===== src/hdl/cbm2_timing_pkg.sv =====
// ============================================================
// CBM-II timing package
// Bus slot cycle encoding, slot lengths, refresh spacing,
// TOD divider constants and the strobe bundle
// ============================================================
`default_nettype none

package cbm2_timing_pkg;

   // Slot cycles in bus order, CPU window in the middle, video at the end
   typedef enum logic [4:0] {
      EXT0, EXT1, EXT2, EXT3,
      CPU0, CPU1, CPU2, CPU3,
      EXT4, EXT5, EXT6, EXT7,
      VID0, VID1, VID2, VID3,
      VID4, VID5
   } sys_cycle_t;

   // Last cycle index per model, B slot has two extra video cycles
   localparam int SLOT_LAST_B = 17;
   localparam int SLOT_LAST_P = 15;

   // Refresh fires once per wrap of this counter, every 8 slots
   typedef logic [2:0] rfsh_cnt_t;

   // TOD divider, half periods per second at 60 and 50 Hz
   typedef logic [31:0] tod_acc_t;
   localparam tod_acc_t SYS_CLK_HZ   = 32'd32_000_000;
   localparam tod_acc_t TOD_INC_NTSC = 32'd120;
   localparam tod_acc_t TOD_INC_PAL  = 32'd100;

   // One-cycle enables decoded from the slot
   typedef struct packed {
      logic cpu_ce;
      logic io_ce_n;
      logic io_ce_p;
      logic crtc_ce;
      logic pix_ce;
      logic dot_load;
      logic sys_en;
   } sys_strobes_t;

endpackage

`default_nettype wire


===== src/hdl/cbm2_video_pkg.sv =====
// ============================================================
// CBM-II video package
// CRTC character row, attributes and green channel levels
// ============================================================
`default_nettype none

package cbm2_video_pkg;

   typedef logic [7:0] dot_t;
   typedef logic [7:0] color_t;

   // One character row as seen by the dot shifter
   typedef struct packed {
      dot_t pattern;
      // Video data bit 7 XOR MA13
      logic reverse;
      logic de;
      logic cursor;
      // Repeats bit 0 into the inter-character dot
      logic graphics;
   } crtc_char_t;

   localparam color_t PIX_GREEN_ON = 8'hf8;
   localparam color_t PIX_OFF      = 8'h00;

endpackage

`default_nettype wire


===== src/hdl/cycle_sequencer.sv =====
// ============================================================
// Bus cycle sequencer
// Steps the 18/16 cycle slot, toggles the bus phase, samples
// pause and CPU speed per phase pair and decodes all enables
// ============================================================
`timescale 1ns/1ps
`default_nettype none

module cycle_sequencer (
   input  logic                          clk_sys,
   input  logic                          reset,
   input  logic                          model_i,
   input  logic                          pause_i,
   input  logic                          cpu_2mhz_i,
   output cbm2_timing_pkg::sys_strobes_t strobes_o,
   output cbm2_timing_pkg::sys_cycle_t   cycle_o,
   output logic                          phase_o,
   output logic                          refresh_o,
   output logic                          io_cycle_o,
   output logic                          pause_o
);

   cbm2_timing_pkg::sys_cycle_t pre_cycle;
   cbm2_timing_pkg::sys_cycle_t cycle;
   cbm2_timing_pkg::rfsh_cnt_t  rfsh_cnt;
   logic [4:0]                  slot_last;
   logic                        slot_wrap;
   logic                        phase;
   logic                        sys_en;
   logic                        sys_2mhz;
   logic                        refresh;
   logic                        pix_cnt;
   logic                        cpu_phase;

   // B model runs all 18 cycles, P model stops after VID3
   assign slot_last = model_i ? 5'(cbm2_timing_pkg::SLOT_LAST_B)
                              : 5'(cbm2_timing_pkg::SLOT_LAST_P);
   // Greater-or-equal also catches a model change late in a slot
   assign slot_wrap = pre_cycle >= slot_last;

   // ========================================================
   // Slot counter, phase, sampled controls and refresh
   // ========================================================
   always_ff @(posedge clk_sys) begin
      if (reset) begin
         pre_cycle <= cbm2_timing_pkg::EXT0;
         phase     <= 1'b0;
         sys_en    <= 1'b0;
         sys_2mhz  <= 1'b0;
         rfsh_cnt  <= '0;
         refresh   <= 1'b0;
      end else begin
         refresh <= 1'b0;
         if (slot_wrap) begin
            pre_cycle <= cbm2_timing_pkg::EXT0;
            phase     <= ~phase;
            // Pause and speed only change at the end of a phase pair
            if (phase) begin
               sys_en   <= ~pause_i;
               sys_2mhz <= cpu_2mhz_i;
            end
            // Refresh keeps running while paused
            rfsh_cnt <= rfsh_cnt + 3'd1;
            if (rfsh_cnt == 3'd0) begin
               refresh <= 1'b1;
            end
         end else begin
            pre_cycle <= cbm2_timing_pkg::sys_cycle_t'(pre_cycle + 5'd1);
         end
      end
   end

   // Pixel counter, restarts on each slot and holds while paused
   always_ff @(posedge clk_sys) begin
      if (reset || !sys_en || slot_wrap) begin
         pix_cnt <= 1'b0;
      end else begin
         pix_cnt <= ~pix_cnt;
      end
   end

   // ========================================================
   // Enable decode
   // ========================================================
   // Paused bus sits in EXT0, which decodes to no enables
   assign cycle     = sys_en ? pre_cycle : cbm2_timing_pkg::EXT0;
   // CPU owns every slot in 2 MHz mode, else only phase high
   assign cpu_phase = phase | sys_2mhz;

   always_comb begin
      strobes_o.io_ce_n  = (cycle == cbm2_timing_pkg::CPU2) && cpu_phase;
      strobes_o.cpu_ce   = (cycle == cbm2_timing_pkg::CPU3) && cpu_phase;
      strobes_o.io_ce_p  = (cycle == cbm2_timing_pkg::EXT4) && cpu_phase;
      strobes_o.crtc_ce  = cycle == cbm2_timing_pkg::EXT7;
      strobes_o.pix_ce   = pix_cnt & sys_en;
      // Only reachable in the B model
      strobes_o.dot_load = cycle == cbm2_timing_pkg::VID5;
      strobes_o.sys_en   = sys_en;
   end

   // Loader window, first EXT group yields to refresh slot 1
   assign io_cycle_o = ((cycle <= cbm2_timing_pkg::EXT3) && (rfsh_cnt != 3'd1))
                    || ((cycle >= cbm2_timing_pkg::EXT4) && (cycle <= cbm2_timing_pkg::EXT7));

   assign cycle_o   = cycle;
   assign phase_o   = phase;
   assign refresh_o = refresh;
   assign pause_o   = ~sys_en;

endmodule

`default_nettype wire


===== src/hdl/crtc_dot_shifter.sv =====
// ============================================================
// CRTC dot shifter
// Latches one character row per slot and shifts it out at
// the pixel rate as monochrome green pixels
// ============================================================
`timescale 1ns/1ps
`default_nettype none

module crtc_dot_shifter (
   input  logic                          clk_sys,
   input  logic                          reset,
   input  cbm2_timing_pkg::sys_strobes_t strobes_i,
   input  cbm2_video_pkg::crtc_char_t    char_i,
   output cbm2_video_pkg::color_t        pix_o,
   output logic                          pix_valid_o
);

   cbm2_video_pkg::dot_t dot_q;
   logic                 reverse_q;
   logic                 de_q;
   logic                 cursor_q;
   logic                 graphics_q;
   logic [3:0]           pix_left;
   logic                 pix_on_q;
   logic                 pix_valid_q;
   logic                 pix_step;
   logic                 dot_load;
   logic                 pix_live;
   logic                 pix_next;

   assign pix_step = strobes_i.pix_ce & strobes_i.sys_en;
   assign dot_load = strobes_i.dot_load & strobes_i.sys_en;
   // Nothing to show until a row was loaded
   assign pix_live = pix_step && (pix_left != 4'd0);
   // Cursor inverts everything, reverse only inside the display area
   assign pix_next = cursor_q ^ (de_q & (reverse_q ^ dot_q[7]));

   // Row and attributes, load wins over the shift
   always_ff @(posedge clk_sys) begin
      if (pix_step) begin
         dot_q <= {dot_q[6:0], dot_q[0] & graphics_q};
      end
      if (dot_load) begin
         dot_q      <= char_i.pattern;
         reverse_q  <= char_i.reverse;
         de_q       <= char_i.de;
         cursor_q   <= char_i.cursor;
         graphics_q <= char_i.graphics;
      end
   end

   // Eight dots plus the fill dot per row
   always_ff @(posedge clk_sys) begin
      if (reset) begin
         pix_left    <= 4'd0;
         pix_on_q    <= 1'b0;
         pix_valid_q <= 1'b0;
      end else begin
         pix_valid_q <= pix_live;
         if (pix_live) begin
            pix_on_q <= pix_next;
            pix_left <= pix_left - 4'd1;
         end
         if (dot_load) begin
            pix_left <= 4'd9;
         end
      end
   end

   assign pix_o = pix_on_q ? cbm2_video_pkg::PIX_GREEN_ON : cbm2_video_pkg::PIX_OFF;
   assign pix_valid_o = pix_valid_q;

endmodule

`default_nettype wire


===== src/hdl/tod_clock_gen.sv =====
// ============================================================
// TOD clock generator
// Fractional divider turning the system clock into a 50 or
// 60 Hz square wave, counting only while the system runs
// ============================================================
`timescale 1ns/1ps
`default_nettype none

module tod_clock_gen (
   input  logic clk_sys,
   input  logic reset,
   input  logic sys_en_i,
   input  logic ntsc_i,
   output logic tod_o
);

   cbm2_timing_pkg::tod_acc_t acc;
   cbm2_timing_pkg::tod_acc_t step;
   cbm2_timing_pkg::tod_acc_t sum;
   logic                      tod_q;

   // Two toggles per period, so 120 steps give 60 Hz
   assign step = ntsc_i ? cbm2_timing_pkg::TOD_INC_NTSC : cbm2_timing_pkg::TOD_INC_PAL;
   assign sum  = acc + step;

   always_ff @(posedge clk_sys) begin
      if (reset) begin
         acc   <= '0;
         tod_q <= 1'b0;
      end else if (sys_en_i) begin
         // Overflow past one second of clocks flips the output
         if (sum >= cbm2_timing_pkg::SYS_CLK_HZ) begin
            acc   <= sum - cbm2_timing_pkg::SYS_CLK_HZ;
            tod_q <= ~tod_q;
         end else begin
            acc <= sum;
         end
      end
   end

   assign tod_o = tod_q;

endmodule

`default_nettype wire


===== src/hdl/cbm2_timing_top.sv =====
// ============================================================
// CBM-II timing core top
// Sequencer feeding the CRTC dot shifter and the TOD clock
// ============================================================
`timescale 1ns/1ps
`default_nettype none

module cbm2_timing_top (
   input  logic                       clk_sys,
   input  logic                       reset,
   input  logic                       model_i,
   input  logic                       ntsc_i,
   input  logic                       pause_i,
   input  logic                       cpu_2mhz_i,
   input  cbm2_video_pkg::crtc_char_t char_i,
   output logic                       cpu_ce_o,
   output logic                       io_ce_n_o,
   output logic                       io_ce_p_o,
   output logic                       crtc_ce_o,
   output logic                       io_cycle_o,
   output logic                       refresh_o,
   output logic                       pause_o,
   output logic                       phase_o,
   output cbm2_video_pkg::color_t     pix_o,
   output logic                       pix_valid_o,
   output logic                       tod_o
);

   cbm2_timing_pkg::sys_strobes_t strobes;

   // Slot sequencer and enable decode
   cycle_sequencer seq_i (
      .clk_sys    (clk_sys),
      .reset      (reset),
      .model_i    (model_i),
      .pause_i    (pause_i),
      .cpu_2mhz_i (cpu_2mhz_i),
      .strobes_o  (strobes),
      .cycle_o    (),
      .phase_o    (phase_o),
      .refresh_o  (refresh_o),
      .io_cycle_o (io_cycle_o),
      .pause_o    (pause_o)
   );

   // B model text pixels
   crtc_dot_shifter shifter_i (
      .clk_sys     (clk_sys),
      .reset       (reset),
      .strobes_i   (strobes),
      .char_i      (char_i),
      .pix_o       (pix_o),
      .pix_valid_o (pix_valid_o)
   );

   tod_clock_gen tod_i (
      .clk_sys  (clk_sys),
      .reset    (reset),
      .sys_en_i (strobes.sys_en),
      .ntsc_i   (ntsc_i),
      .tod_o    (tod_o)
   );

   assign cpu_ce_o  = strobes.cpu_ce;
   assign io_ce_n_o = strobes.io_ce_n;
   assign io_ce_p_o = strobes.io_ce_p;
   assign crtc_ce_o = strobes.crtc_ce;

endmodule

`default_nettype wire


===== config.mk =====
export PLATFORM = sky130hd
export DESIGN_NAME = cbm2_timing_top
export DESIGN_NICKNAME = d
export VERILOG_FILES = /design/src/hdl/cbm2_timing_pkg.sv /design/src/hdl/cbm2_video_pkg.sv /design/src/hdl/cycle_sequencer.sv /design/src/hdl/crtc_dot_shifter.sv /design/src/hdl/tod_clock_gen.sv /design/src/hdl/cbm2_timing_top.sv
export SDC_FILE = /design/constraint.sdc
export NUM_CORES = 1
export LEC_CHECK = 0
export CELL_PAD_IN_SITES_DETAIL_PLACEMENT = 2
export CELL_PAD_IN_SITES_GLOBAL_PLACEMENT = 2
export CORE_MARGIN = 2
export CORE_UTILIZATION = 39
export DETAILED_ROUTE_END_ITERATION = 12
export DONT_BUFFER_PORTS = 1
export GPL_TIMING_DRIVEN = 1
export PLACE_DENSITY_LB_ADDON = 0.1
export SETUP_SLACK_MARGIN = 0.1
export SYNTH_ARGS = -nofsm -noshare
export SYNTH_HDL_FRONTEND = slang
export SYNTH_HIERARCHICAL = 1
export SYNTH_SLANG_ARGS = --single-unit

===== constraint.sdc =====
create_clock -name clk_sys -period 7 [get_ports clk_sys]
set_clock_uncertainty 0.15 [all_clocks]
set_input_delay 2.1 -clock clk_sys [delete_from_list [all_inputs] [get_ports clk_sys]]
set_output_delay 2.1 -clock clk_sys [all_outputs]
set_load 0.1 [all_outputs]

Word level (Yosys, flattened, before mapping)
Cells that the tools add are included.

word-level totals
  memories = 0
  bits in registers = 64
  memory bits (writable) = 0
  bits in latches = 0
  output and inout bits = 18
  bits of input ports = 18
  memory bits (read-only) = 0
  word-level logic and storage cells = 77

operators by class
  bitwise logic cells = 14
  shifts and indexed selects = 0
  equal/unequal tests = 6
  mux-type cells = 10
  add/sub/neg operators = 5
  magnitude comparators = 5
  multipliers = 0
  reduce and logical (&&, ||, !) cells = 19
  divide/modulo/power cells = 0

operator list
  kind                    count
  $add 32x32->32          1
  $ge 32x25->1 const B    1
  $mux 32                 1
  $sub 32x25->32 const B  1
  $mux 8                  3
  $mux 5                  3
  $eq 5x3->1 const B      2
  $eq 5x4->1 const B      2
  $mux 4                  2
  $logic_and 1x1->1       6
  $not 1->1               6
  $reduce_or 2->1         3
  $add 5x1->5 const B     1
  $and 1x1->1             5
  $eq 5x5->1 const B      1
  $ge 5x4->1 const B      1
  $ge 5x5->1              1
  $le 5x2->1 const B      1
  $le 5x4->1 const B      1
  $reduce_and 2->1        2
  $reduce_bool 2->1       2
  $reduce_bool 4->1       1
  $sub 4x1->4 const B     1
  $add 3x1->3 const B     1
  other kinds (7)         10

Depth between registers and ports, before layout
Gate-level depths: netlist (run 1).

  depth after elaboration = 5
  mapped depth = 15
  gate-level depth less buffers = 14

Modules after synthesis
Netlist (run 1), hierarchy kept.

modules (own cells, without submodules)
  module            times used  cells each  area an instance (µm²)
  tod_clock_gen     1           390         2944.1
  crtc_dot_shifter  1           84          844.6
  cycle_sequencer   1           94          827.0

Worst setup path before layout (run 1)
OpenSTA, ideal clock, no wires.

  path type = register to output
  start point = register seq_i.phase (netlist: seq_i/phase_o)
  end point = output port io_ce_n_o
  cell stages (with the launch flop) = 3
  path slack = 610 ps
  arrival time = 4140 ps
  cells stage by stage = dfxtp_1 > o21ai_0 > nor4_1

between the ends
  cells in the longest elaborated chain, start to end = 2

ends and longest elaborated chain
  what                    RTL line               RTL
  start, declared         cycle_sequencer.sv:28  logic phase;
  start signal, assigned  cycle_sequencer.sv:56  phase <= ~phase;
  $or 1x1->1              cycle_sequencer.sv:88  assign cpu_phase = phase | sys_2mhz;
  $logic_and 1x1->1       cycle_sequencer.sv:91  strobes_o.io_ce_n = (cycle == cbm2_timing_pkg::CPU2) && cpu_phase;
  end, declared           cbm2_timing_top.sv:17  output logic io_ce_n_o,

Every way passes these cells.

Worst setup path in the final report (run 1)
  start point = input port ntsc_i
  end point = register tod_i.acc[27]

between the ends
  cells in the longest elaborated chain, start to end = 4

ends and longest elaborated chain
  what                                                   RTL line                                  RTL
  start, declared                                        cbm2_timing_top.sv:12                     input logic ntsc_i,
  $mux 5 (*)                                             tod_clock_gen.sv:23                       assign step = ntsc_i ? cbm2_timing_pkg::TOD_INC_NTSC : cbm2_timing_pkg::TOD_INC_PAL;
  $add 32x32->32 (*)                                     tod_clock_gen.sv:24                       assign sum = acc + step;
  $sub 32x25->32 / $ge 32x25->1 (equally long branches)  tod_clock_gen.sv:33, tod_clock_gen.sv:32
  $mux 32 (*)                                            tod_clock_gen.sv:32                       if (sum >= cbm2_timing_pkg::SYS_CLK_HZ) begin
  end signal, assigned                                   tod_clock_gen.sv:33                       acc <= sum - cbm2_timing_pkg::SYS_CLK_HZ;
  end signal, assigned                                   tod_clock_gen.sv:36                       acc <= sum;
  end, declared                                          tod_clock_gen.sv:17                       cbm2_timing_pkg::tod_acc_t acc;

Mark *: on every way between the ends. The rest lies on a longest branch, timed or not.
A chain may end at the register's enable or synchronous reset.

==> impl_metrics.yaml, run 1 <==
detailed_routing:
  vias: 4201
  wl_per_cell_um: 20.75
  drc: 0
  routed_wl_um: 14380
  viasPerCell: 6.062
  wl_met2_um: 7331
  highest_layer: "met4"
  first_pass_iters: 4
  drtIter0Drc: 189
  wl_met1_um: 6278
  ant_nets: 0
  met3_length_um: 488
setup_path:
  critPathKind: "in -> reg"
  r2r-start: "tod_i/acc[2]$_SDFFE_PP0P_"
  start_kind: "input port"
  reg2reg_setup_slack_ns: 2.43
  r2r_end: "tod_i/acc[27]$_SDFFE_PP0P_"
  worstPathRequired_ns: 7.08
  r2r_cells: 13
  cp.arrival_ns: 6.12
  critPathCaptureType: "flop"
  worst-path-max-fanout: 10
worst_hold_path:
  hold-path-endpoint: "seq_i/pix_cnt$_SDFF_PP0_"
  min_from: "seq_i/pix_cnt$_SDFF_PP0_"
  hp-class: "reg -> reg"
  whs_path_depth: 1
clock_network:
  cts_buffers: 9
  cts_resized: 0
  cts-root-buf: "clkbuf_16"
  tritoncts: "yes"
  clk_pin_slew_worst_paths_ns: 0.06
  clock_latency_ns: 0.34
  post_cts.repair.setup_buffers: 0
  ctsHoldBuffers: 0
  clockBufferDepth: 2
  cts_max_level: 3
  clkSinkCount: 62
grt:
  grt_pass1_vias: 4644
  grt.overflow.total: 0
  grt_max_degree: 64
  grt_usage: 0.2379
  grt_antenna_before_repair: 0
  grt_pass1_wl_um: 24340
die:
  die_w_um: 112.6
  rows: 39
  initial_utilization: 0.4013
  io_pins: 36
  coreArea_um2: 11470
  die_area_um2: 12680
  die_height_um: 112.6
timing:
  hold_viol_final: 0
  max_slew_margin: 0.3222
  slew_viol_final: 0
  worst_slack_ns: 0.9534
  setup_viol: 0
  fin_crit_sh: 0.8638
  tightest_slew_ns: 1.015
  holdWs_ns: 0.3020
  fmax_mhz: 165.4
  fin_crit_ns: 6.047
  rsz0062_at_grt: "no"
  timing.setup.tns_ns: 0
placement:
  dpl_cell_area_um2: 4727
  io_buffers: 0
  dp_cells: 677
  hpwl_um: 9961
  gp_congestion: 0.8335
  post-place-ws_ns: 0.6447
finish:
  final_cell_mix: "nand2_1 (68), nor2_1 (49), dfxtp_1 (49)"
  num_antenna_cells: 0
  layout-drive-gt1-share: 0.1091
  regArea_um2: 1365
  syn2layout_area_growth_pct: 9.897
  final_common_cell: "nand2_1"
  num-nets-final: 577
  multi_input_area_um2: 2955
  post-route-cell-area_um2: 5057
  fin_cells: 693
  fill_cells: 1306
  post-route-util: 0.4410
synth:
  mappedNetlistArea_um2: 4602
  yosys_warnings: 6
  synthCells: 565
  synth.avg_cell_area_um2: 8.145
power_and_ir_drop:
  power_density_nw_per_um2: 196.4
  irDropWorstVdd_mv: 0.1347
  p_total_uw: 993.1
  cellLeakagePower_nw: 1.723
job:
  max-cap-violations: 0
run_status:
  status: "finished, final reports clean"
per-layer routing:
metal,GRT usage,up-vias
met4,0.08943,0
met3,0.04752,25
li1,-,2009
met5,0,-
met1,0.2944,2097
met2,0.4084,70
report_power, final:
part	total (mW)	switching [mW]	internal (mW)	leakage, nW
registers	0.395	0.0237	0.372	0.513
logic	0.0958	0.0607	0.0351	1.05
clock network	0.502	0.185	0.317	0.158
state kept, by name, summed over array words and instances, names as in the netlist:
register and count:
shifter_i/dot_q 8, shifter_i/reverse_q 1, shifter_i/pix_on_q 1, seq_i/pix_cnt 1, shifter_i/cursor_q 1, shifter_i/pix_valid_o 1
tod_i/tod_o 1, seq_i/pre_cycle 5, seq_i/phase_o 1, seq_i/sys_2mhz 1, shifter_i/pix_left 4, seq_i/refresh_o 1
seq_i/sys_en 1, tod_i/acc 30, seq_i/rfsh_cnt 3, shifter_i/graphics_q 1, shifter_i/de_q 1
critical path: stages:
cell	delay, ns
inv_1	0.02
ha_1	0.23
fa_1	0.50
a2111o_1	0.54
and3_1	0.33
xnor2_1	0.18
ha_1	0.29
o211ai_1	0.14
a32oi_1	0.18
o21ai_0	0.52
nand2_1	0.31
a31o_1	0.28
a21oi_1	0.15
mux2_1	0.33
how the worst max path moves through the flow:
stage	from	to	slack, ns	cells after the start
finish	ntsc_i	tod_i/acc[27]$_SDFFE_PP0P_	0.95	14
CTS	ntsc_i	tod_i/acc[14]$_SDFFE_PP0P_	1.01	12
global route	ntsc_i	tod_i/acc[14]$_SDFFE_PP0P_	0.71	13
global placement	ntsc_i	tod_i/acc[14]$_SDFFE_PP0P_	0.80	12
floorplan	seq_i/phase_o$_SDFFE_PP0P_	io_ce_n_o	0.61	2
detailed placement	ntsc_i	tod_i/acc[14]$_SDFFE_PP0P_	0.64	12
area by class of cell:
| type | instances | share of cell area |
|---|---|---|
| Tap cell | 143 | 0.03538 |
| Sequential cell | 62 | 0.2699 |
| Inverter | 22 | 0.01633 |
| Clock buffer | 9 | 0.04453 |
| Multi-Input combinational cell | 440 | 0.5844 |
| Timing Repair Buffer | 10 | 0.02870 |
| Clock inverter | 7 | 0.02078 |
Note: power is estimated with default switching activity, not from simulation.
==> run 2, diff against run 1 <==
- CTS_CLUSTER_DIAMETER: unset -> 40
- PLACE_DENSITY: unset -> 0.92
- PLACE_DENSITY_LB_ADDON: 0.1 -> unset
==> impl_metrics.yaml, run 2 (same netlist as run 1, synthesis figures left out) <==
run_status:
  status: "finished, final reports clean"
power_and_ir_drop:
  cellLeakagePower_nw: 1.712
  p_sw_frac: 0.2859
  intPower_uw: 683.7
  comb_power_share: 0.106
  power_density_nw_per_um2: 190.5
  p_sw_uw: 273.7
  p_total_uw: 957.5
  p_clk_frac: 0.479
  irDropWorstVdd_mv: 0.1795
  seqPwrFrac: 0.415
detailed_routing:
  drc: 0
  ant_nets: 0
  viasPerCell: 6.254
  first_pass_iters: 4
  drtIter0Drc: 199
  routed_wl_um: 16120
  wl_per_cell_um: 23.26
  vias: 4334
die:
  rows: 39
  die_area_um2: 12680
  coreArea_um2: 11470
  io_pins: 36
  die_height_um: 112.6
  die_w_um: 112.6
  initial_utilization: 0.4013
setup_path:
  r2r_cells: 12
  start_kind: "input port"
  worst-path-max-fanout: 17
  critPathCaptureType: "flop"
  critPathKind: "in -> reg"
  r2r-start: "tod_i/acc[2]$_SDFFE_PP0P_"
  critical-path-slowest-cell: "a2111o_1"
  crit_start: "ntsc_i"
  worstPathRequired_ns: 7.08
  reg2reg_setup_slack_ns: 2.32
  r2r_end: "tod_i/acc[14]$_SDFFE_PP0P_"
  worstPathCellList: "inv_1 > ha_1 > fa_1 > a2111o_1 > nand3_1 > nor2_1 > o32a_1 > a2111oi_4 > a211o_1 > buf_4 > o21ai_0 > nor3_1 > mux2_1"
  crit_path_max_incr_delay_ns: 0.53
  cp.arrival_ns: 6.23
clock_network:
  clk_pin_slew_worst_paths_ns: 0.06
  ctsHoldBuffers: 0
  clockBufferDepth: 2
  clkSinkCount: 62
  cts_buffers: 9
  tritoncts: "yes"
  cts_resized: 0
  cts-root-buf: "clkbuf_16"
  cts_max_level: 3
  post_cts.repair.setup_buffers: 0
  clock_latency_ns: 0.35
finish:
  post-route-cell-area_um2: 5026
  final_cell_mix: "nand2_1 (68), nor2_1 (49), dfxtp_1 (49)"
  regMostFlops: "tod_i/acc"
  largest_register_ffs: 30
  largestRegisters: "tod_i/acc (30), shifter_i/dot_q (8), seq_i/pre_cycle (5)"
  final_common_cell: "nand2_1"
  num_antenna_cells: 0
  layout-drive-gt1-share: 0.1091
  regArea_um2: 1365
  multi_input_area_um2: 2955
  fin_cells: 693
  num-nets-final: 577
  syn2layout_area_growth_pct: 9.217
  fill_cells: 1241
job:
  max-cap-violations: 0
timing:
  tightest_slew_ns: 1.073
  setup_viol: 0
  fin_crit_ns: 6.154
  timing.setup.tns_ns: 0
  fmax_mhz: 162.5
  slew_viol_final: 0
  holdWs_ns: 0.3256
  max_slew_margin: 0.2908
  rsz0062_at_grt: "no"
  hold_viol_final: 0
  fin_crit_sh: 0.8792
placement:
  hpwl_um: 10900
  io_buffers: 0
  dp_cells: 677
  dpl_cell_area_um2: 4727
  gp_congestion: 0.8759
worst_hold_path:
  whs_path_depth: 1
  hold-path-endpoint: "seq_i/pix_cnt$_SDFF_PP0_"
  min_from: "seq_i/pix_cnt$_SDFF_PP0_"
  hp-class: "reg -> reg"
grt:
  grt_pass1_vias: 4880
  grt_antenna_before_repair: 0
  grt_usage: 0.2645
  grt_pass1_wl_um: 26570
  grt_max_degree: 64
  grt.overflow.total: 0
-- run 2: changes by cell type in the layout (fill, tap and decap cells not counted), sizes merged --
| cell | before | now |
|---|---|---|
| bufinv | 2 | 1 |
| clkinv | 2 | 4 |
| inv | 24 | 23 |
-- run 2: metal layers --
| metal | vias up | track usage | share of wire |
|---|---|---|---|
| met2 | 107 | 0.4735 | 0.51 |
| met4 | 0 | 0.1211 | 0.036 |
| li1 | 2005 | - | - |
| met3 | 40 | 0.05562 | 0.037 |
| met1 | 2182 | 0.3003 | 0.41 |
| met5 | - | 0 | 0 |
-- run 2: per-stage QoR --
step	setup WS, ns	util
2_1_floorplan	0.6097	-
3_3_place_gp	0.7760	0.4122
3_5_place_dp	0.5950	0.4122
4_1_cts	0.8715	0.4383
5_1_grt	0.6415	0.4383
6_report	0.8457	0.4383
-- run 2: power groups by stage --
stage	clock network [mW]	registers [mW]	logic, mW
after detailed placement	0	0.404	0.0980
final	0.459	0.397	0.101
after CTS	0.469	0.397	0.101
after floorplan	0	0.390	0.0929
after global routing	0.484	0.399	0.111
after global placement	0	0.402	0.0901
-- run 2: worst max path at each step --
| stage | to | cells past startpoint | slack [ns] |
|---|---|---|---|
| after floorplan | io_ce_n_o | 2 | 0.61 |
| after global placement | tod_i/acc[14]$_SDFFE_PP0P_ | 13 | 0.78 |
| after detailed placement | tod_i/acc[14]$_SDFFE_PP0P_ | 13 | 0.59 |
| after CTS | tod_i/acc[14]$_SDFFE_PP0P_ | 13 | 0.87 |
| after global routing | tod_i/acc[14]$_SDFFE_PP0P_ | 13 | 0.64 |
| final | tod_i/acc[14]$_SDFFE_PP0P_ | 13 | 0.85 |
-- run 2: critical path: cells and delay by family --
kind	cells	cell delay, ns
compound gates	5	1.89
fa+ha+maj	2	0.72
simple gates	3	0.83
mux	1	0.36
buf+inv	2	0.30
-- run 2: layout make-up --
| type | count | area share |
|---|---|---|
| Multi-Input combinational cell | 440 | 0.5880 |
| Clock buffer | 9 | 0.04481 |
| Timing Repair Buffer | 10 | 0.02888 |
| Sequential cell | 62 | 0.2716 |
| Tap cell | 143 | 0.03560 |
| Clock inverter | 7 | 0.01469 |
| Inverter | 22 | 0.01643 |
==> run 3, diff against run 2 <==
- CAP_MARGIN: unset -> 20
- PLACE_DENSITY: 0.92 -> unset
- PLACE_DENSITY_LB_ADDON: unset -> 0.1
- SYNTH_HIERARCHICAL: 1 -> unset
==> impl_metrics.yaml, run 3 <==
timing:
  rsz0062_at_grt: "no"
  slew_viol_final: 0
  max_slew_margin: 0.2905
  setup_viol: 0
  fmax_mhz: 167.1
  timing.setup.tns_ns: 0
  fin_crit_sh: 0.8547
  hold_viol_final: 0
  fin_crit_ns: 5.983
  tightest_slew_ns: 1.063
setup_path:
  cp.arrival_ns: 6.09
  r2r_cells: 14
  start_kind: "input port"
  worst-path-max-fanout: 6
  r2r_end: "tod_i.acc[29]$_SDFFE_PP0P_"
  critPathCaptureType: "flop"
  r2r-start: "tod_i.acc[2]$_SDFFE_PP0P_"
  critPathKind: "in -> reg"
  worstPathRequired_ns: 7.11
  reg2reg_setup_slack_ns: 2.47
  crit_start: "ntsc_i"
job:
  max-cap-violations: 0
detailed_routing:
  routed_wl_um: 12290
  first_pass_iters: 4
  drtIter0Drc: 82
  wl_per_cell_um: 18.88
  ant_nets: 0
  vias: 3730
  viasPerCell: 5.730
  drc: 0
worst_hold_path:
  hold-path-endpoint: "seq_i.pix_cnt$_SDFF_PP0_"
  hp-class: "reg -> reg"
  whs_path_depth: 1
  min_from: "seq_i.pix_cnt$_SDFF_PP0_"
grt:
  grt_pass1_vias: 3984
  grt_pass1_wl_um: 20580
  grt_usage: 0.2267
  grt_max_degree: 60
  grt_antenna_before_repair: 0
  grt.overflow.total: 0
clock_network:
  cts_resized: 0
  ctsHoldBuffers: 0
  cts_max_level: 3
  post_cts.repair.setup_buffers: 0
  clockBufferDepth: 2
  clkSinkCount: 62
  clk_pin_slew_worst_paths_ns: 0.08
  cts_buffers: 9
  tritoncts: "yes"
  clock_latency_ns: 0.37
  cts-root-buf: "clkbuf_8"
die:
  die_height_um: 109.0
  die_area_um2: 11880
  io_pins: 36
  rows: 38
  coreArea_um2: 10790
  initial_utilization: 0.3982
  die_w_um: 109.0
power_and_ir_drop:
  seqPwrFrac: 0.508
  intPower_uw: 541.8
  p_sw_uw: 194.6
  comb_power_share: 0.042
  cellLeakagePower_nw: 1.645
  irDropWorstVdd_mv: 0.1416
  p_total_uw: 736.4
  p_clk_frac: 0.450
  power_density_nw_per_um2: 160.2
  p_sw_frac: 0.2642
placement:
  io_buffers: 0
  gp_congestion: 0.8115
  hpwl_um: 8710
finish:
  num-nets-final: 538
  largest_register_ffs: 30
  largestRegisters: "tod_i.acc (30), shifter_i.dot_q (8), seq_i.pre_cycle (5)"
  multi_input_area_um2: 2705
  fill_cells: 1216
  regMostFlops: "tod_i.acc"
  layout-drive-gt1-share: 0.1155
  num_antenna_cells: 0
  post-route-util: 0.4259
  syn2layout_area_growth_pct: 6.958
  regArea_um2: 1365
  final_cell_mix: "nand2_1 (63), nor2_1 (59), dfxtp_1 (49)"
  final_common_cell: "nand2_1"
synth:
  yosysUniqueCellTypes: 68
  synthCells: 520
  yosys_warnings: 0
  ys_seq_elements: 62
  mappedNetlistArea_um2: 4298
  synth_edf_count: 12
  synth.avg_cell_area_um2: 8.265
  synth.most_common_cell: "nand2_1"
  synth_largest_area_cell: "dfxtp_1"
  synthTopCellsByCount: "nand2_1 (63), nor2_1 (62), dfxtp_1 (50)"
  yosys.area.top_type_share: 0.2329
  yosysSeqAreaShare: 0.3167
  ys_async_sr_fraction: 0
  synth.area.top_cells: "dfxtp_1 (23%), edfxtp_1 (8.4%), nand2_1 (5.5%)"
  synth_top_flop_cell: "dfxtp_1"
run_status:
  status: "finished, final reports clean"
## run 3: worst max-delay path by stage
stage | endpoint | slack (ns)
floorplan | tod_i.acc[29]$_SDFFE_PP0P_ | 1.29
global placement | tod_i.acc[29]$_SDFFE_PP0P_ | 0.85
detailed placement | tod_i.acc[29]$_SDFFE_PP0P_ | 0.71
CTS | tod_i.acc[29]$_SDFFE_PP0P_ | 1.09
global route | tod_i.acc[29]$_SDFFE_PP0P_ | 0.82
finish | tod_i.acc[29]$_SDFFE_PP0P_ | 1.02
## run 3: critical path, cell delays in order
cell       delay, ns
inv_1           0.03
ha_1            0.23
fa_1            0.50
a2111oi_4       0.64
nor3_2          0.18
xnor2_1         0.17
ha_1            0.22
inv_1           0.10
o21ai_0         0.09
a211oi_1        0.41
nor2_1          0.21
a211oi_4        0.40
a211oi_1        0.10
or3_1           0.41
mux2_4          0.31
## run 3: cell families after synthesis
logic type / count (synthesis) / synth area share
AO/OA/AOI/OAI: 91 / 0.1508
other: 1 / 0.0008725
AND/OR/NAND/NOR: 238 / 0.2897
multiplexers: 28 / 0.07016
flip-flops: 62 / 0.3167
XOR/XNOR: 34 / 0.06929
adder cells (fa/ha/maj): 14 / 0.04250
buffers and inverters: 52 / 0.05997
## run 3: per-stage QoR
step / std cells / cell area (um^2) / hold WS (ns) / worst slack (ns)
2_1_floorplan: 522 / 4305 / 0.2478 / 1.287
3_3_place_gp: 635 / 4398 / 0.2608 / 0.8517
3_5_place_dp: 635 / 4398 / 0.2671 / 0.7083
4_1_cts: 651 / 4597 / 0.3077 / 1.094
5_1_grt: 651 / 4597 / 0.3236 / 0.8231
6_report: 651 / 4597 / 0.3043 / 1.017
## run 3: area by class of cell
type                       instances  area share
clock buffer                      10     0.02776
clock inverter                     6     0.01551
inverter                          14     0.01143
multi-input combinational        408      0.5885
sequential                        62      0.2970
tap                              140     0.03811
timing repair buffer              11     0.02177
## run 3: power groups by stage
| stage | sequential [mW] | combinational (mW) | clock, mW |
|---|---|---|---|
| 4_1_cts | 0.374 | 0.0317 | 0.344 |
| 3_5_place_dp | 0.382 | 0.0314 | 0 |
| 2_1_floorplan | 0.381 | 0.0313 | 0 |
| 6_report | 0.374 | 0.0312 | 0.331 |
| 3_3_place_gp | 0.382 | 0.0296 | 0 |
| 5_1_grt | 0.375 | 0.0343 | 0.355 |
## run 3: routing by layer
layer / vias to the layer above / GRT usage / share of wire
li1: 1799 / - / -
met2: 52 / 0.3931 / 0.51
met5: - / 0 / 0
met3: 16 / 0.04483 / 0.033
met4: 0 / 0.09432 / 0.022
met1: 1863 / 0.2725 / 0.44
